**src/mm_pkg.sv**
```systemverilog
package mm_pkg;

    // ********************
    // Widths and sizes
    // ********************
    localparam int DATA_W    = 32;
    localparam int ACC_W     = 64;
    localparam int ADDR_W    = 10;
    localparam int MEM_DEPTH = 1024;
    localparam int DIM_W     = 10;

    // RAM read, operand register, multiply, accumulate
    localparam int PIPE_DEPTH = 4;

    // ********************
    // Types
    // ********************
    typedef logic signed [DATA_W-1:0] data_t;
    typedef logic signed [ACC_W-1:0]  acc_t;
    typedef logic [ADDR_W-1:0]        addr_t;
    typedef logic [DIM_W-1:0]         dim_t;

    typedef struct packed {
        dim_t m;
        dim_t n;
        dim_t k;
    } mm_dims_t;

    typedef struct packed {
        logic  we;
        addr_t addr;
        data_t data;
    } mem_wr_t;

    // Travels down the pipeline alongside each operand pair
    typedef struct packed {
        logic  valid;
        logic  first;
        logic  last;
        addr_t out_addr;
    } term_tag_t;

    typedef enum logic [1:0] {
        SEQ_IDLE,
        SEQ_RUN,
        SEQ_DRAIN
    } seq_state_t;

endpackage

```
**src/mm_mac_pipe.sv**
```systemverilog
`timescale 1ns/1ps

module mm_mac_pipe (
    input  logic              clk,
    input  logic              rst_n,
    input  mm_pkg::term_tag_t tag,
    input  mm_pkg::data_t     a_data,
    input  mm_pkg::data_t     b_data,
    output mm_pkg::mem_wr_t   res_wr
);
    import mm_pkg::*;

    term_tag_t tag_s0;
    term_tag_t tag_s1;
    term_tag_t tag_s2;

    data_t a_s1;
    data_t b_s1;
    acc_t  prod_s2;
    acc_t  acc;
    acc_t  acc_next;

    // ********************
    // Tag pipeline
    // ********************
    // Stage 0 lines the tag up with the RAM read data
    always_ff @(posedge clk) begin
        if (!rst_n) begin
            tag_s0 <= '0;
            tag_s1 <= '0;
            tag_s2 <= '0;
        end else begin
            tag_s0 <= tag;
            tag_s1 <= tag_s0;
            tag_s2 <= tag_s1;
        end
    end

    // ********************
    // Datapath
    // ********************
    always_ff @(posedge clk) begin
        a_s1 <= a_data;
        b_s1 <= b_data;
    end

    always_ff @(posedge clk) begin
        prod_s2 <= acc_t'(a_s1) * acc_t'(b_s1);
    end

    // First term of a dot product reloads instead of adding
    always_comb begin
        if (tag_s2.first) begin
            acc_next = prod_s2;
        end else begin
            acc_next = acc + prod_s2;
        end
    end

    always_ff @(posedge clk) begin
        if (tag_s2.valid) begin
            acc <= acc_next;
        end
    end

    // ********************
    // Result write
    // ********************
    always_ff @(posedge clk) begin
        if (!rst_n) begin
            res_wr <= '0;
        end else begin
            res_wr.we   <= tag_s2.valid && tag_s2.last;
            res_wr.addr <= tag_s2.out_addr;
            res_wr.data <= data_t'(acc_next[DATA_W-1:0]);
        end
    end

endmodule

```
**config.mk**
```make
export PLATFORM = sky130hd
export DESIGN_NAME = mm_mac_pipe
export DESIGN_NICKNAME = d
export VERILOG_FILES = /design/src/mm_pkg.sv /design/src/mm_mac_pipe.sv
export SDC_FILE = /design/constraint.sdc
export NUM_CORES = 1
export LEC_CHECK = 0
export BUFFER_PORTS_ARGS = -buffer_cell sky130_fd_sc_hd__buf_2
export CAP_MARGIN = 20
export CORE_MARGIN = 5
export CORE_UTILIZATION = 42
export DETAILED_ROUTE_END_ITERATION = 12
export PLACE_DENSITY = 0.58
export SYNTH_ARGS = -nofsm -noshare
export SYNTH_HDL_FRONTEND = slang
export SYNTH_SLANG_ARGS = --single-unit
```
**constraint.sdc**
```tcl
create_clock -name clk -period 15.05 [get_ports clk]
set_input_delay 0.7525 -clock clk [delete_from_list [all_inputs] [get_ports clk]]
set_output_delay 0.7525 -clock clk [all_outputs]
set_load 0.05 [all_outputs]
```
==> flow_metrics.env <==
export IMPL_hold_depth=1
export IMPL_synthSimpleGateAreaFrac_pct=17.09
export IMPL_die_area_mm2=0.06029
export IMPL_r2r_start="b_s1[5]"
export IMPL_diodes=0
export IMPL_cts_root_buf="clkbuf_16"
export IMPL_finalWirelength_um=58050
export IMPL_viasPerCell=4.903
export IMPL_most_common_layout_cells="inv_1 (468), fa_1 (409), and2_1 (379)"
export IMPL_finalCritPeriodShare_pct=50.36
export IMPL_post_drt_wl_per_cell_um=17.79
export IMPL_cp_end_kind="register"
export IMPL_coreArea_mm2=0.05499
export IMPL_cp_slowest_cell="dfxtp_1"
export IMPL_antenna_found_initial=1
export IMPL_synth_cell_types=56
export IMPL_synthFlopType="dfxtp_1"
export IMPL_max_slew_margin_pct=26.89
export IMPL_grt_setup_unrepaired="no"
export IMPL_outcome="complete, no violations"
export IMPL_worst_setup_path_start_kind="register"
export IMPL_syn_area_mm2=0.02330
export IMPL_critPathArrivalTime_ns=8.09
export IMPL_cp_top_family="adder cells"
export IMPL_synth_fa_ha_area_share_pct=44.85
export IMPL_clk_path_buf_depth=3
export IMPL_cp_slowest_stage_delay_ns=1.04
export IMPL_clock_latency_ns=0.58
export IMPL_dp_cells=3213
export IMPL_dp_hpwl_um=45020
export IMPL_worstReg2RegEnd="prod_s2[30]"
export IMPL_num_vias=16000
export IMPL_grt_max_degree=75
export IMPL_fmax_mhz=131.9
export IMPL_synth_nets=3099
export IMPL_yosys_warnings=0
export IMPL_finalClockSkew_ns=0.02224
export IMPL_worstPathRequired_ns=15.56
export IMPL_die_x_um=245.6
export IMPL_final_core_util_pct=46.60
export IMPL_synth_cells=2430
export IMPL_cts_made_buffers=26
export IMPL_crit_top_cell="fa_1"
export IMPL_setup_tns_final_ns=0
export IMPL_cts_resized=0
export IMPL_place_gp_congestion=0.8846
export IMPL_path_max_fanout=27
export IMPL_yosysSeqAreaShare_pct=19.41
export IMPL_cts_setup_buffers=0
export IMPL_area_growth_pct=9.944
export IMPL_critPathKind="register to register"
export IMPL_fin_crit_ns=7.579
export IMPL_synthMuxAreaShare_pct=0.3544
export IMPL_synth_top_family_by_area="adder cells"
export IMPL_grt_pass1_wl_um=94990
export IMPL_initial_core_util_pct=42.38
export IMPL_finalMaxSlewViolations=0
export IMPL_postCtsHoldBufs=0
export IMPL_synth_seq_cells=210
export IMPL_final_antenna_net_count=0
export IMPL_cts_tree="yes"
export IMPL_critPathBufInv=4
export IMPL_cts_sinks=210
export IMPL_path_clk_slew_ns=0.06
export IMPL_rr_worst_depth=23
export IMPL_holdCritStartpoint="b_data[15]"
export IMPL_cp_startpoint="b_s1[5]"
export IMPL_first_global_vias=17900
export IMPL_avgSynthCellArea_um2=9.590
export IMPL_fillerInstances=5309
export IMPL_drt_iter0_markers=759
export IMPL_finalNonFillerCells=3263
export IMPL_synth_edf_count=32
export IMPL_hold_path_class="input pin to register"
export IMPL_setup_viol=0
export IMPL_grtUsageTotal_pct=19.76
export IMPL_overflow=0
export IMPL_drc=0
export IMPL_nets=3164
export IMPL_synth_compound_area_share_pct=5.036
export IMPL_maxCapViolCount=0
export IMPL_worstHoldEndpoint="b_s1[15]"
export IMPL_drt_pass1_iter_count=6
export IMPL_die_h_um=245.6
export IMPL_io_buffers=121
export IMPL_ys_async_sr_fraction_pct=0
export IMPL_tightest_slew_ns=1.095
export IMPL_fp_row_count=86
export IMPL_path_cells="and2_1, fa_1, fa_1, fa_1, inv_1, fa_1, inv_1, ha_1, ha_1, fa_1, inv_1, fa_1, inv_1, ha_1, a21o_1, or3_1, nor4b_2, o21a_1, nor2_1, o41ai_2, a21oi_1, nor4b_2, a211o_1"
export IMPL_rrSetupSlack_ns=7.47
export IMPL_ios=122
export IMPL_hold_viol=0
export IMPL_cts_htree_levels=1
export IMPL_synth_xor_area_share_pct=3.984
export IMPL_drive_above_1_share_pct=7.992
export IMPL_layout_commonest_cell="inv_1"
-- per-layer routing --
metal,GRT usage (%),up-vias,wire length (um)
met5,0,-,0
met4,6.252,0,2143
met3,3.000,110,3074
met2,34.98,411,28470
met1,24.94,8057,24360
li1,-,7421,-
-- sequential cells by signal, summed over array words and instances, names as in the netlist --
register	cells
tag_s1	13
res_wr	43
tag_s2	13
a_s1	32
prod_s2	32
tag_s0	13
b_s1	32
acc	32
-- worst max path at each step --
stage | endpoint | slack, ns | cells past startpoint
2_1_floorplan | prod_s2[29] | 8.38 | 25
3_3_place_gp | prod_s2[29] | 7.53 | 23
3_5_place_dp | prod_s2[30] | 7.39 | 23
4_1_cts | prod_s2[30] | 7.36 | 23
5_1_grt | prod_s2[30] | 7.08 | 23
6_report | prod_s2[30] | 7.47 | 23
-- kinds of logic after synthesis --
family	Yosys count
AO/OA/AOI/OAI	181
XOR/XNOR	106
adder cells (fa/ha/maj)	590
buffers and inverters	575
flip-flops	210
multiplexers	8
AND/OR/NAND/NOR	760
-- synth_stat cells (6+ instances only) --
library cell  instances  area share [%]
xnor2_1              79             3.0
nand3_1              11            0.24
o22ai_1               7            0.19
dfxtp_1             178              15
and3_1                7            0.19
xor2_1               27             1.0
fa_1                409              35
ha_1                181             9.7
a21o_1               21            0.68
o21a_1               12            0.39
mux2i_1               6            0.26
edfxtp_1             32             4.1
a211oi_1              6            0.19
o31ai_1               8            0.26
nor2_1               37            0.60
inv_1               468             7.5
nor3_1               10            0.21
a21oi_1              49             1.1
clkbuf_1            105             1.7
o21ai_0              40            0.86
nand2_1             275             4.4
and2_1              379              10
o211ai_1              7            0.23
nor2b_1              10            0.27
-- metrics by stage --
| step | hold WS [ns] | instance area [um2] | worst slack [ns] |
|---|---|---|---|
| 6_report | 0.2716 | 25620 | 7.471 |
| 5_1_grt | 0.2399 | 25620 | 7.085 |
| 4_1_cts | 0.2349 | 25570 | 7.356 |
| 2_1_floorplan | 0.4057 | 23300 | 8.381 |
| 3_3_place_gp | 0.4129 | 24600 | 7.530 |
| 3_5_place_dp | 0.4185 | 24600 | 7.388 |
-- final cells by class --
class / instances / area (um2) / area share (%)
multi-input cells: 1645 / 16620 / 64.87
flip-flops and latches: 210 / 4524 / 17.66
inverters: 469 / 1760 / 6.871
well taps: 748 / 935.9 / 3.653
repair buffers: 143 / 810.8 / 3.165
clock buffers: 38 / 778.2 / 3.038
clock inverters: 10 / 191.4 / 0.7472
-- worst register-to-register path: stages, from the launching register on --
cell,delay (ns)
dfxtp_1,1.04
and2_1,0.30
fa_1,0.43
fa_1,0.49
fa_1,0.51
inv_1,0.05
fa_1,0.48
inv_1,0.04
ha_1,0.29
ha_1,0.30
fa_1,0.49
inv_1,0.05
fa_1,0.50
inv_1,0.05
ha_1,0.31
a21o_1,0.20
or3_1,0.38
nor4b_2,0.38
o21a_1,0.22
nor2_1,0.09
o41ai_2,0.34
a21oi_1,0.19
nor4b_2,0.24
a211o_1,0.14
Power is left out: the tool's default activity adds up to more than one toggle a clock period on the data nets, which glitch-free logic cannot reach.
