[src/mm_pkg.sv]
package mm_pkg;

    // ********************
    // Widths and sizes
    // ********************
    localparam int DATA_W    = 32;
    localparam int ACC_W     = 64;
    localparam int ADDR_W    = 10;
    localparam int MEM_DEPTH = 1024;
    localparam int DIM_W     = 10;

    // RAM read, operand register, multiply, accumulate
    localparam int PIPE_DEPTH = 4;

    // ********************
    // Types
    // ********************
    typedef logic signed [DATA_W-1:0] data_t;
    typedef logic signed [ACC_W-1:0]  acc_t;
    typedef logic [ADDR_W-1:0]        addr_t;
    typedef logic [DIM_W-1:0]         dim_t;

    typedef struct packed {
        dim_t m;
        dim_t n;
        dim_t k;
    } mm_dims_t;

    typedef struct packed {
        logic  we;
        addr_t addr;
        data_t data;
    } mem_wr_t;

    // Travels down the pipeline alongside each operand pair
    typedef struct packed {
        logic  valid;
        logic  first;
        logic  last;
        addr_t out_addr;
    } term_tag_t;

    typedef enum logic [1:0] {
        SEQ_IDLE,
        SEQ_RUN,
        SEQ_DRAIN
    } seq_state_t;

endpackage

[src/mm_sequencer.sv]
`timescale 1ns/1ps

module mm_sequencer (
    input  logic              clk,
    input  logic              rst_n,
    input  logic              start,
    input  mm_pkg::mm_dims_t  dims,
    output mm_pkg::addr_t     a_rd_addr,
    output mm_pkg::addr_t     b_rd_addr,
    output mm_pkg::term_tag_t tag,
    output logic              busy,
    output logic              done
);
    import mm_pkg::*;

    seq_state_t state;
    mm_dims_t   dims_q;

    // Loop indices
    dim_t i;
    dim_t j;
    dim_t p;

    // Running pointers into A, B and C
    addr_t a_row_base;
    addr_t b_ptr;
    addr_t res_addr;

    logic [1:0] drain_cnt;

    logic p_last;
    logic j_last;
    logic i_last;
    logic last_term;

    // ********************
    // Loop end detection
    // ********************
    always_comb begin
        p_last    = (p == dims_q.k - dim_t'(1));
        j_last    = (j == dims_q.n - dim_t'(1));
        i_last    = (i == dims_q.m - dim_t'(1));
        last_term = (state == SEQ_RUN) && p_last && j_last && i_last;
    end

    // ********************
    // Control FSM
    // ********************
    always_ff @(posedge clk) begin
        if (!rst_n) begin
            state     <= SEQ_IDLE;
            done      <= 1'b0;
            drain_cnt <= '0;
        end else begin
            done <= 1'b0;
            case (state)
                SEQ_IDLE: begin
                    if (start) begin
                        state <= SEQ_RUN;
                    end
                end
                SEQ_RUN: begin
                    if (last_term) begin
                        state     <= SEQ_DRAIN;
                        drain_cnt <= 2'(PIPE_DEPTH - 1);
                    end
                end
                SEQ_DRAIN: begin
                    // The last write lands in the final drain cycle
                    if (drain_cnt == '0) begin
                        state <= SEQ_IDLE;
                        done  <= 1'b1;
                    end else begin
                        drain_cnt <= drain_cnt - 2'd1;
                    end
                end
                default: begin
                    state <= SEQ_IDLE;
                end
            endcase
        end
    end

    // Dimensions are only taken in idle, so a start during a run leaves them alone
    always_ff @(posedge clk) begin
        if (state == SEQ_IDLE && start) begin
            dims_q <= dims;
        end
    end

    // ********************
    // Loop counters and pointers
    // ********************
    always_ff @(posedge clk) begin
        if (!rst_n) begin
            i          <= '0;
            j          <= '0;
            p          <= '0;
            a_row_base <= '0;
            b_ptr      <= '0;
            res_addr   <= '0;
        end else if (state == SEQ_IDLE) begin
            if (start) begin
                i          <= '0;
                j          <= '0;
                p          <= '0;
                a_row_base <= '0;
                b_ptr      <= '0;
                res_addr   <= '0;
            end
        end else if (state == SEQ_RUN) begin
            if (p_last) begin
                p        <= '0;
                res_addr <= res_addr + addr_t'(1);
                if (j_last) begin
                    // Next row of A, back to column 0 of B
                    j          <= '0;
                    i          <= i + dim_t'(1);
                    a_row_base <= a_row_base + addr_t'(dims_q.k);
                    b_ptr      <= '0;
                end else begin
                    j     <= j + dim_t'(1);
                    b_ptr <= addr_t'(j) + addr_t'(1);
                end
            end else begin
                p     <= p + dim_t'(1);
                b_ptr <= b_ptr + addr_t'(dims_q.n);
            end
        end
    end

    // ********************
    // Issue
    // ********************
    always_comb begin
        a_rd_addr    = a_row_base + addr_t'(p);
        b_rd_addr    = b_ptr;
        tag.valid    = (state == SEQ_RUN);
        tag.first    = (p == '0);
        tag.last     = p_last;
        tag.out_addr = res_addr;
    end

    assign busy = (state != SEQ_IDLE);

endmodule

[config.mk]
export PLATFORM = sky130hd
export DESIGN_NAME = mm_sequencer
export DESIGN_NICKNAME = d
export VERILOG_FILES = /design/src/mm_pkg.sv /design/src/mm_sequencer.sv
export SDC_FILE = /design/constraint.sdc
export NUM_CORES = 1
export LEC_CHECK = 0
export BUFFER_PORTS_ARGS = -buffer_cell sky130_fd_sc_hd__buf_2
export CORE_ASPECT_RATIO = 0.7
export CORE_MARGIN = 3
export CORE_UTILIZATION = 50
export CTS_CLUSTER_SIZE = 40
export DETAILED_ROUTE_END_ITERATION = 7
export GPL_TIMING_DRIVEN = 1
export HOLD_SLACK_MARGIN = 0.05
export PLACE_DENSITY = 0.73
export SLEW_MARGIN = 20
export SYNTH_ARGS = -nofsm -noshare
export SYNTH_HDL_FRONTEND = slang
export SYNTH_SLANG_ARGS = --single-unit
[constraint.sdc]
create_clock -name clk -period 2.6 [get_ports clk]
set_input_delay 0.13 -clock clk [delete_from_list [all_inputs] [get_ports clk]]
set_output_delay 0.13 -clock clk [all_outputs]
set_load 0.01 [all_outputs]
==> flow_metrics.env, run 1 <==
export IMPL_timing_slew_headroom_pct=59.1
export IMPL_power_density_nw_per_um2=435
export IMPL_dieArea_sq_um=13000
export IMPL_drive_above_1_share_pct=31.2
export IMPL_place_ws_ps=-106
export IMPL_pin_count=68
export IMPL_cts_max_path_buffers=2
export IMPL_dr_wl_met3_um=1070
export IMPL_stdcell_area_sq_um=7980
export IMPL_hold_viol_final=0
export IMPL_rows=32
export IMPL_numCtsBuffers=9
export IMPL_fin_skew_ps=6.36
export IMPL_antenna_cells=0
export IMPL_async_reset_ff_share_pct=0
export IMPL_path_class="reg2reg"
export IMPL_layout_common_cells="buf_2 (67), buf_4 (64), dfxtp_1 (61)"
export IMPL_synth_main_ff_cell="dfxtp_1"
export IMPL_fin_crit_sh_pct=105
export IMPL_overflow=0
export IMPL_syn_num_nets=703
export IMPL_core_area_sq_um=11200
export IMPL_grt_pass1_wl_um=25600
export IMPL_cp_end_kind="flip-flop"
export IMPL_die_width_um=135
export IMPL_violations="negative setup slack"
export IMPL_final_common_cell="buf_2"
export IMPL_seq_area_frac_synth_pct=37.9
export IMPL_status="finished with violations"
export IMPL_clkSinkCount=95
export IMPL_finalWeightedCongestion=0.928
export IMPL_root_buffer="clkbuf_16"
export IMPL_crit_chain="xnor2_1, a31oi_1, a31oi_4, nand3_2, nor3_4, nand2_4, buf_4, o41ai_1"
export IMPL_finalWirelength_um=17200
export IMPL_fmax_mhz=366
export IMPL_dr_max_layer_used="met4"
export IMPL_grt_setup_unrepaired="yes"
export IMPL_htree_num_levels=3
export IMPL_leakagePower_nw=3.35
export IMPL_dp_hpwl_um=11400
export IMPL_vias_per_cell=5.82
export IMPL_crit_required_ps=2810
export IMPL_detail_route_wl_per_cell_um=18.1
export IMPL_drtIter0Drc=398
export IMPL_peakVddDrop_uv=408
export IMPL_setup_worst_path_start_class="flip-flop"
export IMPL_synth_cells=631
export IMPL_wl_met1_um=7520
export IMPL_start_util_pct=52.1
export IMPL_antenna_found_initial=0
export IMPL_num_vias=5526
export IMPL_drc_errors=0
export IMPL_yosys_area_top_type="dfxtp_1"
export IMPL_synth_seq_cells=95
export IMPL_synth_area_sq_um=5820
export IMPL_yosys_warnings=0
export IMPL_r2r_slack_ps=-130
export IMPL_area_delta_synth_final_pct=37.3
export IMPL_netlist_area_leader_share_pct=22.4
export IMPL_port_buffers=67
export IMPL_clk_pin_slew_worst_paths_ps=70
export IMPL_setup_ws_ps=-133
export IMPL_max_stage_delay_ps=490
export IMPL_total_power_w=0.00347
export IMPL_crit_slowest_cell="edfxtp_1"
export IMPL_fin_nets=864
export IMPL_met2_length_um=8220
export IMPL_drv_cap=0
export IMPL_synth_distinct_cells=68
export IMPL_layout_min_cycle_time_ps=2730
export IMPL_worstHoldPathType="in2reg"
export IMPL_arrival_ps=2950
export IMPL_crit_fanout=13
export IMPL_synthTopCellsByArea="dfxtp_1 (22%), edfxtp_1 (15%), ha_1 (7.7%)"
export IMPL_postPlaceCellArea_sq_um=6670
export IMPL_synth_edf_count=30
export IMPL_cts_tree="built"
export IMPL_setup_viol=19
export IMPL_detail_route_antenna_nets=0
export IMPL_drt_pass1_iter_count=5
export IMPL_clkLatencyLatePin_ps=350
export IMPL_syn_area_per_cell_sq_um=9.22
export IMPL_die_y_um=96.2
export IMPL_slew_viol_final=0
export IMPL_grt_max_degree=36
export IMPL_grt_usage_pct=24.9
export IMPL_grt_pass1_vias=5143
export IMPL_worst_slew_pin_slew_ps=614
## logic make-up after synthesis
| group | Yosys count | synth area share [%] |
|---|---|---|
| AO/OA/AOI/OAI | 136 | 16.2 |
| XOR/XNOR | 78 | 11.9 |
| adder cells (fa/ha/maj) | 39 | 8.78 |
| buffers and inverters | 51 | 3.40 |
| flip-flops | 95 | 37.9 |
| multiplexers | 6 | 1.10 |
| AND/OR/NAND/NOR | 226 | 20.8 |
## worst max-delay path, delay by kind of cell, from the launching register on
kind | cells | cell delay (ps)
AOI/OAI and AO/OA | 3 | 860
and+or+nand+nor | 3 | 580
DFF | 1 | 490
xor gates and xnor gates | 1 | 460
buffers and inverters | 1 | 190
## Yosys cell counts, drive strengths merged, types with 3 or more instances
library cell,instances
dfxtp,65
nand2,52
xnor2,44
nor2,40
ha,36
xor2,34
edfxtp,30
nand3,30
inv,28
o21ai,28
a21oi,23
nor3,22
clkbuf,20
nand2b,13
nor2b,11
a21boi,10
a21o,10
a22o,10
a22oi,9
nor4,9
o211ai,8
and3,7
nand4,7
or4,7
a31oi,6
or3,6
nor3b,5
o311ai,5
nand3b,4
o2111ai,4
o21bai,4
o41ai,4
and2,3
buf,3
fa,3
mux2,3
mux2i,3
## stage by stage
stage / util (%) / instances / setup TNS (ps) / hold slack, ps
3_5_place_dp: 59.7 / 878 / -1290 / 308
4_1_cts: 66.6 / 928 / -322 / 271
6_report: 71.5 / 950 / -844 / 333
5_1_grt: 71.5 / 950 / -5130 / 352
3_3_place_gp: 59.7 / 878 / -237 / 306
2_1_floorplan: - / 631 / -41.9 / 229
## power by group
group	leakage [nW]	switching, W	internal (W)	total [W]
combinational	2.40	0.000265	0.000245	0.000511
sequential	0.813	0.0000432	0.00157	0.00162
clock	0.139	0.000589	0.000751	0.00134
## layout make-up
| type | count | area (sq um) |
|---|---|---|
| multi-input cells | 485 | 3910 |
| fillers | 758 | 3190 |
| flip-flops and latches | 95 | 2210 |
| repair buffers | 173 | 1270 |
| clock buffers | 10 | 229 |
| well taps | 153 | 191 |
| inverters | 28 | 105 |
| clock inverters | 6 | 67.6 |
## path summary, 6_finish.rpt
kind                 start  depth (start not counted)       endpoint
max              dims_q[4]                          8           i[6]
min reg2reg  a_row_base[9]                          2  a_row_base[9]
min                  start                          4    res_addr[1]
max reg2reg      dims_q[4]                          8           i[6]
## sequential cells by signal, indices dropped and copies added, names as in the netlist
name	cells
a_row_base	10
b_rd_addr	10
dims_q	30
done	1
drain_cnt	2
i	10
j	10
p	10
res_addr	10
state	2
## layer usage
layer  track usage [%]  up-vias
met5                 0        -
met4              7.46        0
met3              4.86       49
met2              41.9      221
met1              32.7     2640
li1                  -     2616
## timing repair
action,in CTS,in global routing
setup endpoints to repair,34,60
hold buffers,30,0
gates resized for setup,33,75
pin swaps,14,48
setup buffers,4,21
endpoints found under the hold margin,30,0
cloned,0,1
Note: power is estimated with default switching activity, not from simulation.
==> run 2: changes to the inputs <==
--- a/config.mk
+++ b/config.mk
@@ -14,6 +14,8 @@
 export GPL_TIMING_DRIVEN = 1
 export HOLD_SLACK_MARGIN = 0.05
 export PLACE_DENSITY = 0.73
+export RECOVER_POWER = 25
+export SETUP_SLACK_MARGIN = 0.3
 export SLEW_MARGIN = 20
 export SYNTH_ARGS = -nofsm -noshare
 export SYNTH_HDL_FRONTEND = slang
==> run 2 against run 1 <==
  * The flow still finishes with violations (negative setup slack)
  * Register-to-register slack worse by 80 ps
  * Sequential share of layout area down 2.2 points
  * Highest routed layer unchanged
  * Utilization up 6.5 points
  * Combinational power up 16%
  * Fmax down 2.8%
  * Worst hold slack worse by 89 ps
  * Sequential cell count unchanged
  * Final area up 9.1%
  * Non-clock buffer count up 29
  * Via count up 8.9%
==> flow_metrics.env, run 2 (synthesis gave the netlist of run 1 again) <==
export IMPL_grt_max_degree=19
export IMPL_total_power_w=0.00353
export IMPL_finalWeightedCongestion=0.951
export IMPL_nFillCells=626
export IMPL_antenna_cells=0
export IMPL_status="finished with violations"
export IMPL_multi_input_area_sq_um=4310
export IMPL_layout_common_cells="buf_4 (70), buf_2 (64), dfxtp_1 (60)"
export IMPL_drv_cap=0
export IMPL_max_stage_delay_ps=450
export IMPL_tns_ps=-3330
export IMPL_grt_pass1_vias=5796
export IMPL_num_vias=6016
export IMPL_die_y_um=96.2
export IMPL_fin_nets=894
export IMPL_cts_tree="built"
export IMPL_htree_num_levels=3
export IMPL_dieArea_sq_um=13000
export IMPL_root_buffer="clkbuf_16"
export IMPL_fmax_mhz=356
export IMPL_drt_pass1_iter_count=5
export IMPL_crit_slowest_cell="edfxtp_1"
export IMPL_core_area_sq_um=11200
export IMPL_setup_viol=45
export IMPL_regArea_sq_um=2220
export IMPL_largest_reg_flops=30
export IMPL_cp_end_kind="flip-flop"
export IMPL_arrival_ps=3050
export IMPL_finalWirelength_um=20800
export IMPL_detail_route_antenna_nets=0
export IMPL_r2r_cells=13
export IMPL_hold_viol_final=0
export IMPL_dp_hpwl_um=11100
export IMPL_path_class="reg2reg"
export IMPL_postPlaceCellArea_sq_um=6740
export IMPL_fin_crit_sh_pct=108
export IMPL_instances_no_fill=980
export IMPL_grt_setup_unrepaired="yes"
export IMPL_setup_worst_path_start_class="flip-flop"
export IMPL_pin_count=68
export IMPL_grt_usage_pct=28.6
export IMPL_crit_required_ps=2840
export IMPL_clk_pin_slew_worst_paths_ps=80
export IMPL_drtIter0Drc=594
export IMPL_stdcell_area_sq_um=8710
export IMPL_worstHoldPathType="in2reg"
export IMPL_crit_fanout=7
export IMPL_clkLatencyLatePin_ps=360
export IMPL_drive_above_1_share_pct=40.9
export IMPL_area_delta_synth_final_pct=49.8
export IMPL_cts_max_path_buffers=2
export IMPL_detail_route_wl_per_cell_um=21.2
export IMPL_antenna_found_initial=0
export IMPL_peakVddDrop_uv=374
export IMPL_rows=32
export IMPL_placed_cells=877
export IMPL_overflow=0
export IMPL_drc_errors=0
export IMPL_finalHoldWorstSlack_ps=244
export IMPL_die_width_um=135
export IMPL_numCtsBuffers=9
export IMPL_worst_slew_pin_slew_ps=719
export IMPL_final_common_cell="buf_4"
export IMPL_grt_pass1_wl_um=29300
export IMPL_largest_register="dims_q"
export IMPL_layout_min_cycle_time_ps=2810
export IMPL_vias_per_cell=6.14
export IMPL_cpMostUsedCell="buf_6"
export IMPL_slew_viol_final=0
export IMPL_whs_path_depth=2
export IMPL_leakagePower_nw=3.65
export IMPL_crit_chain="inv_2, ha_4, nor4b_4, nor2b_4, xnor2_1, o2111ai_1, a211oi_2, buf_4, buf_6, nand2_8, buf_6, o211ai_1, nand2_2"
export IMPL_clkSinkCount=95
export IMPL_power_density_nw_per_um2=405
export IMPL_fin_skew_ps=15.5
export IMPL_port_buffers=67
export IMPL_start_util_pct=52.1
export IMPL_violations="negative setup slack"
export IMPL_timing_slew_headroom_pct=52.0
export IMPL_setup_ws_ps=-212
==> run 2: cell count changes in the layout (fill, tap and decap cells not counted), sizes merged <==
cell / previous run / this run
buf: 143 / 170
bufinv: 1 / 0
clkbuf: 10 / 13
clkinv: 1 / 3
inv: 30 / 28
nand2: 52 / 53
==> run 2: area by class of cell <==
type                       instances  area share, %
sequential                        95           25.4
multi-input combinational        486           49.5
inverter                          28           1.21
timing repair buffer             202           18.4
tap                              153           2.20
clock inverter                     5          0.374
clock buffer                      11           2.92
==> run 2: metal layers <==
metal / track usage, % / routed length (um)
met1: 36.0 / 8000
met2: 48.4 / 9910
met3: 6.84 / 1820
met4: 10.5 / 1080
met5: 0 / 0
==> run 2: critical path, delay by kind of cell (launching register included) <==
family,cells,cell delay [ps]
xor gates and xnor gates,1,140
adders and majority gates,1,150
AOI/OAI and AO/OA,3,670
buffers and inverters,4,580
and+or+nand+nor,4,720
DFF,1,450
==> run 2: final timing paths <==
check	startpoint	endpoint	slack, ps
min reg2reg	drain_cnt[1]	drain_cnt[1]	510
max	dims_q[11]	i[2]	-210
max reg2reg	dims_q[11]	i[2]	-210
min	rst_n	p[1]	240
==> run 2: where the power goes <==
group | internal, W | switching (W) | leakage (nW)
combinational | 0.000281 | 0.000310 | 2.70
sequential | 0.00157 | 0.0000497 | 0.814
clock | 0.000705 | 0.000607 | 0.134
total | 0.00256 | 0.000966 | 3.65
==> run 2: repair_timing <==
action / CTS / global route
endpoints found under the hold margin: 30 / 0
endpoints found under the setup margin: 67 / 68
hold buffers: 30 / 0
pin swaps: 70 / 45
buffers inserted: 40 / 12
gates resized for setup: 122 / 83
cloned: 5 / 0
==> run 2: per-stage QoR <==
step | util (%) | worst slack [ps]
2_1_floorplan | - | -21.9
3_3_place_gp | 60.3 | -27.2
3_5_place_dp | 60.3 | -71.8
4_1_cts | 73.7 | -43.2
5_1_grt | 78.0 | -316
6_report | 78.0 | -212
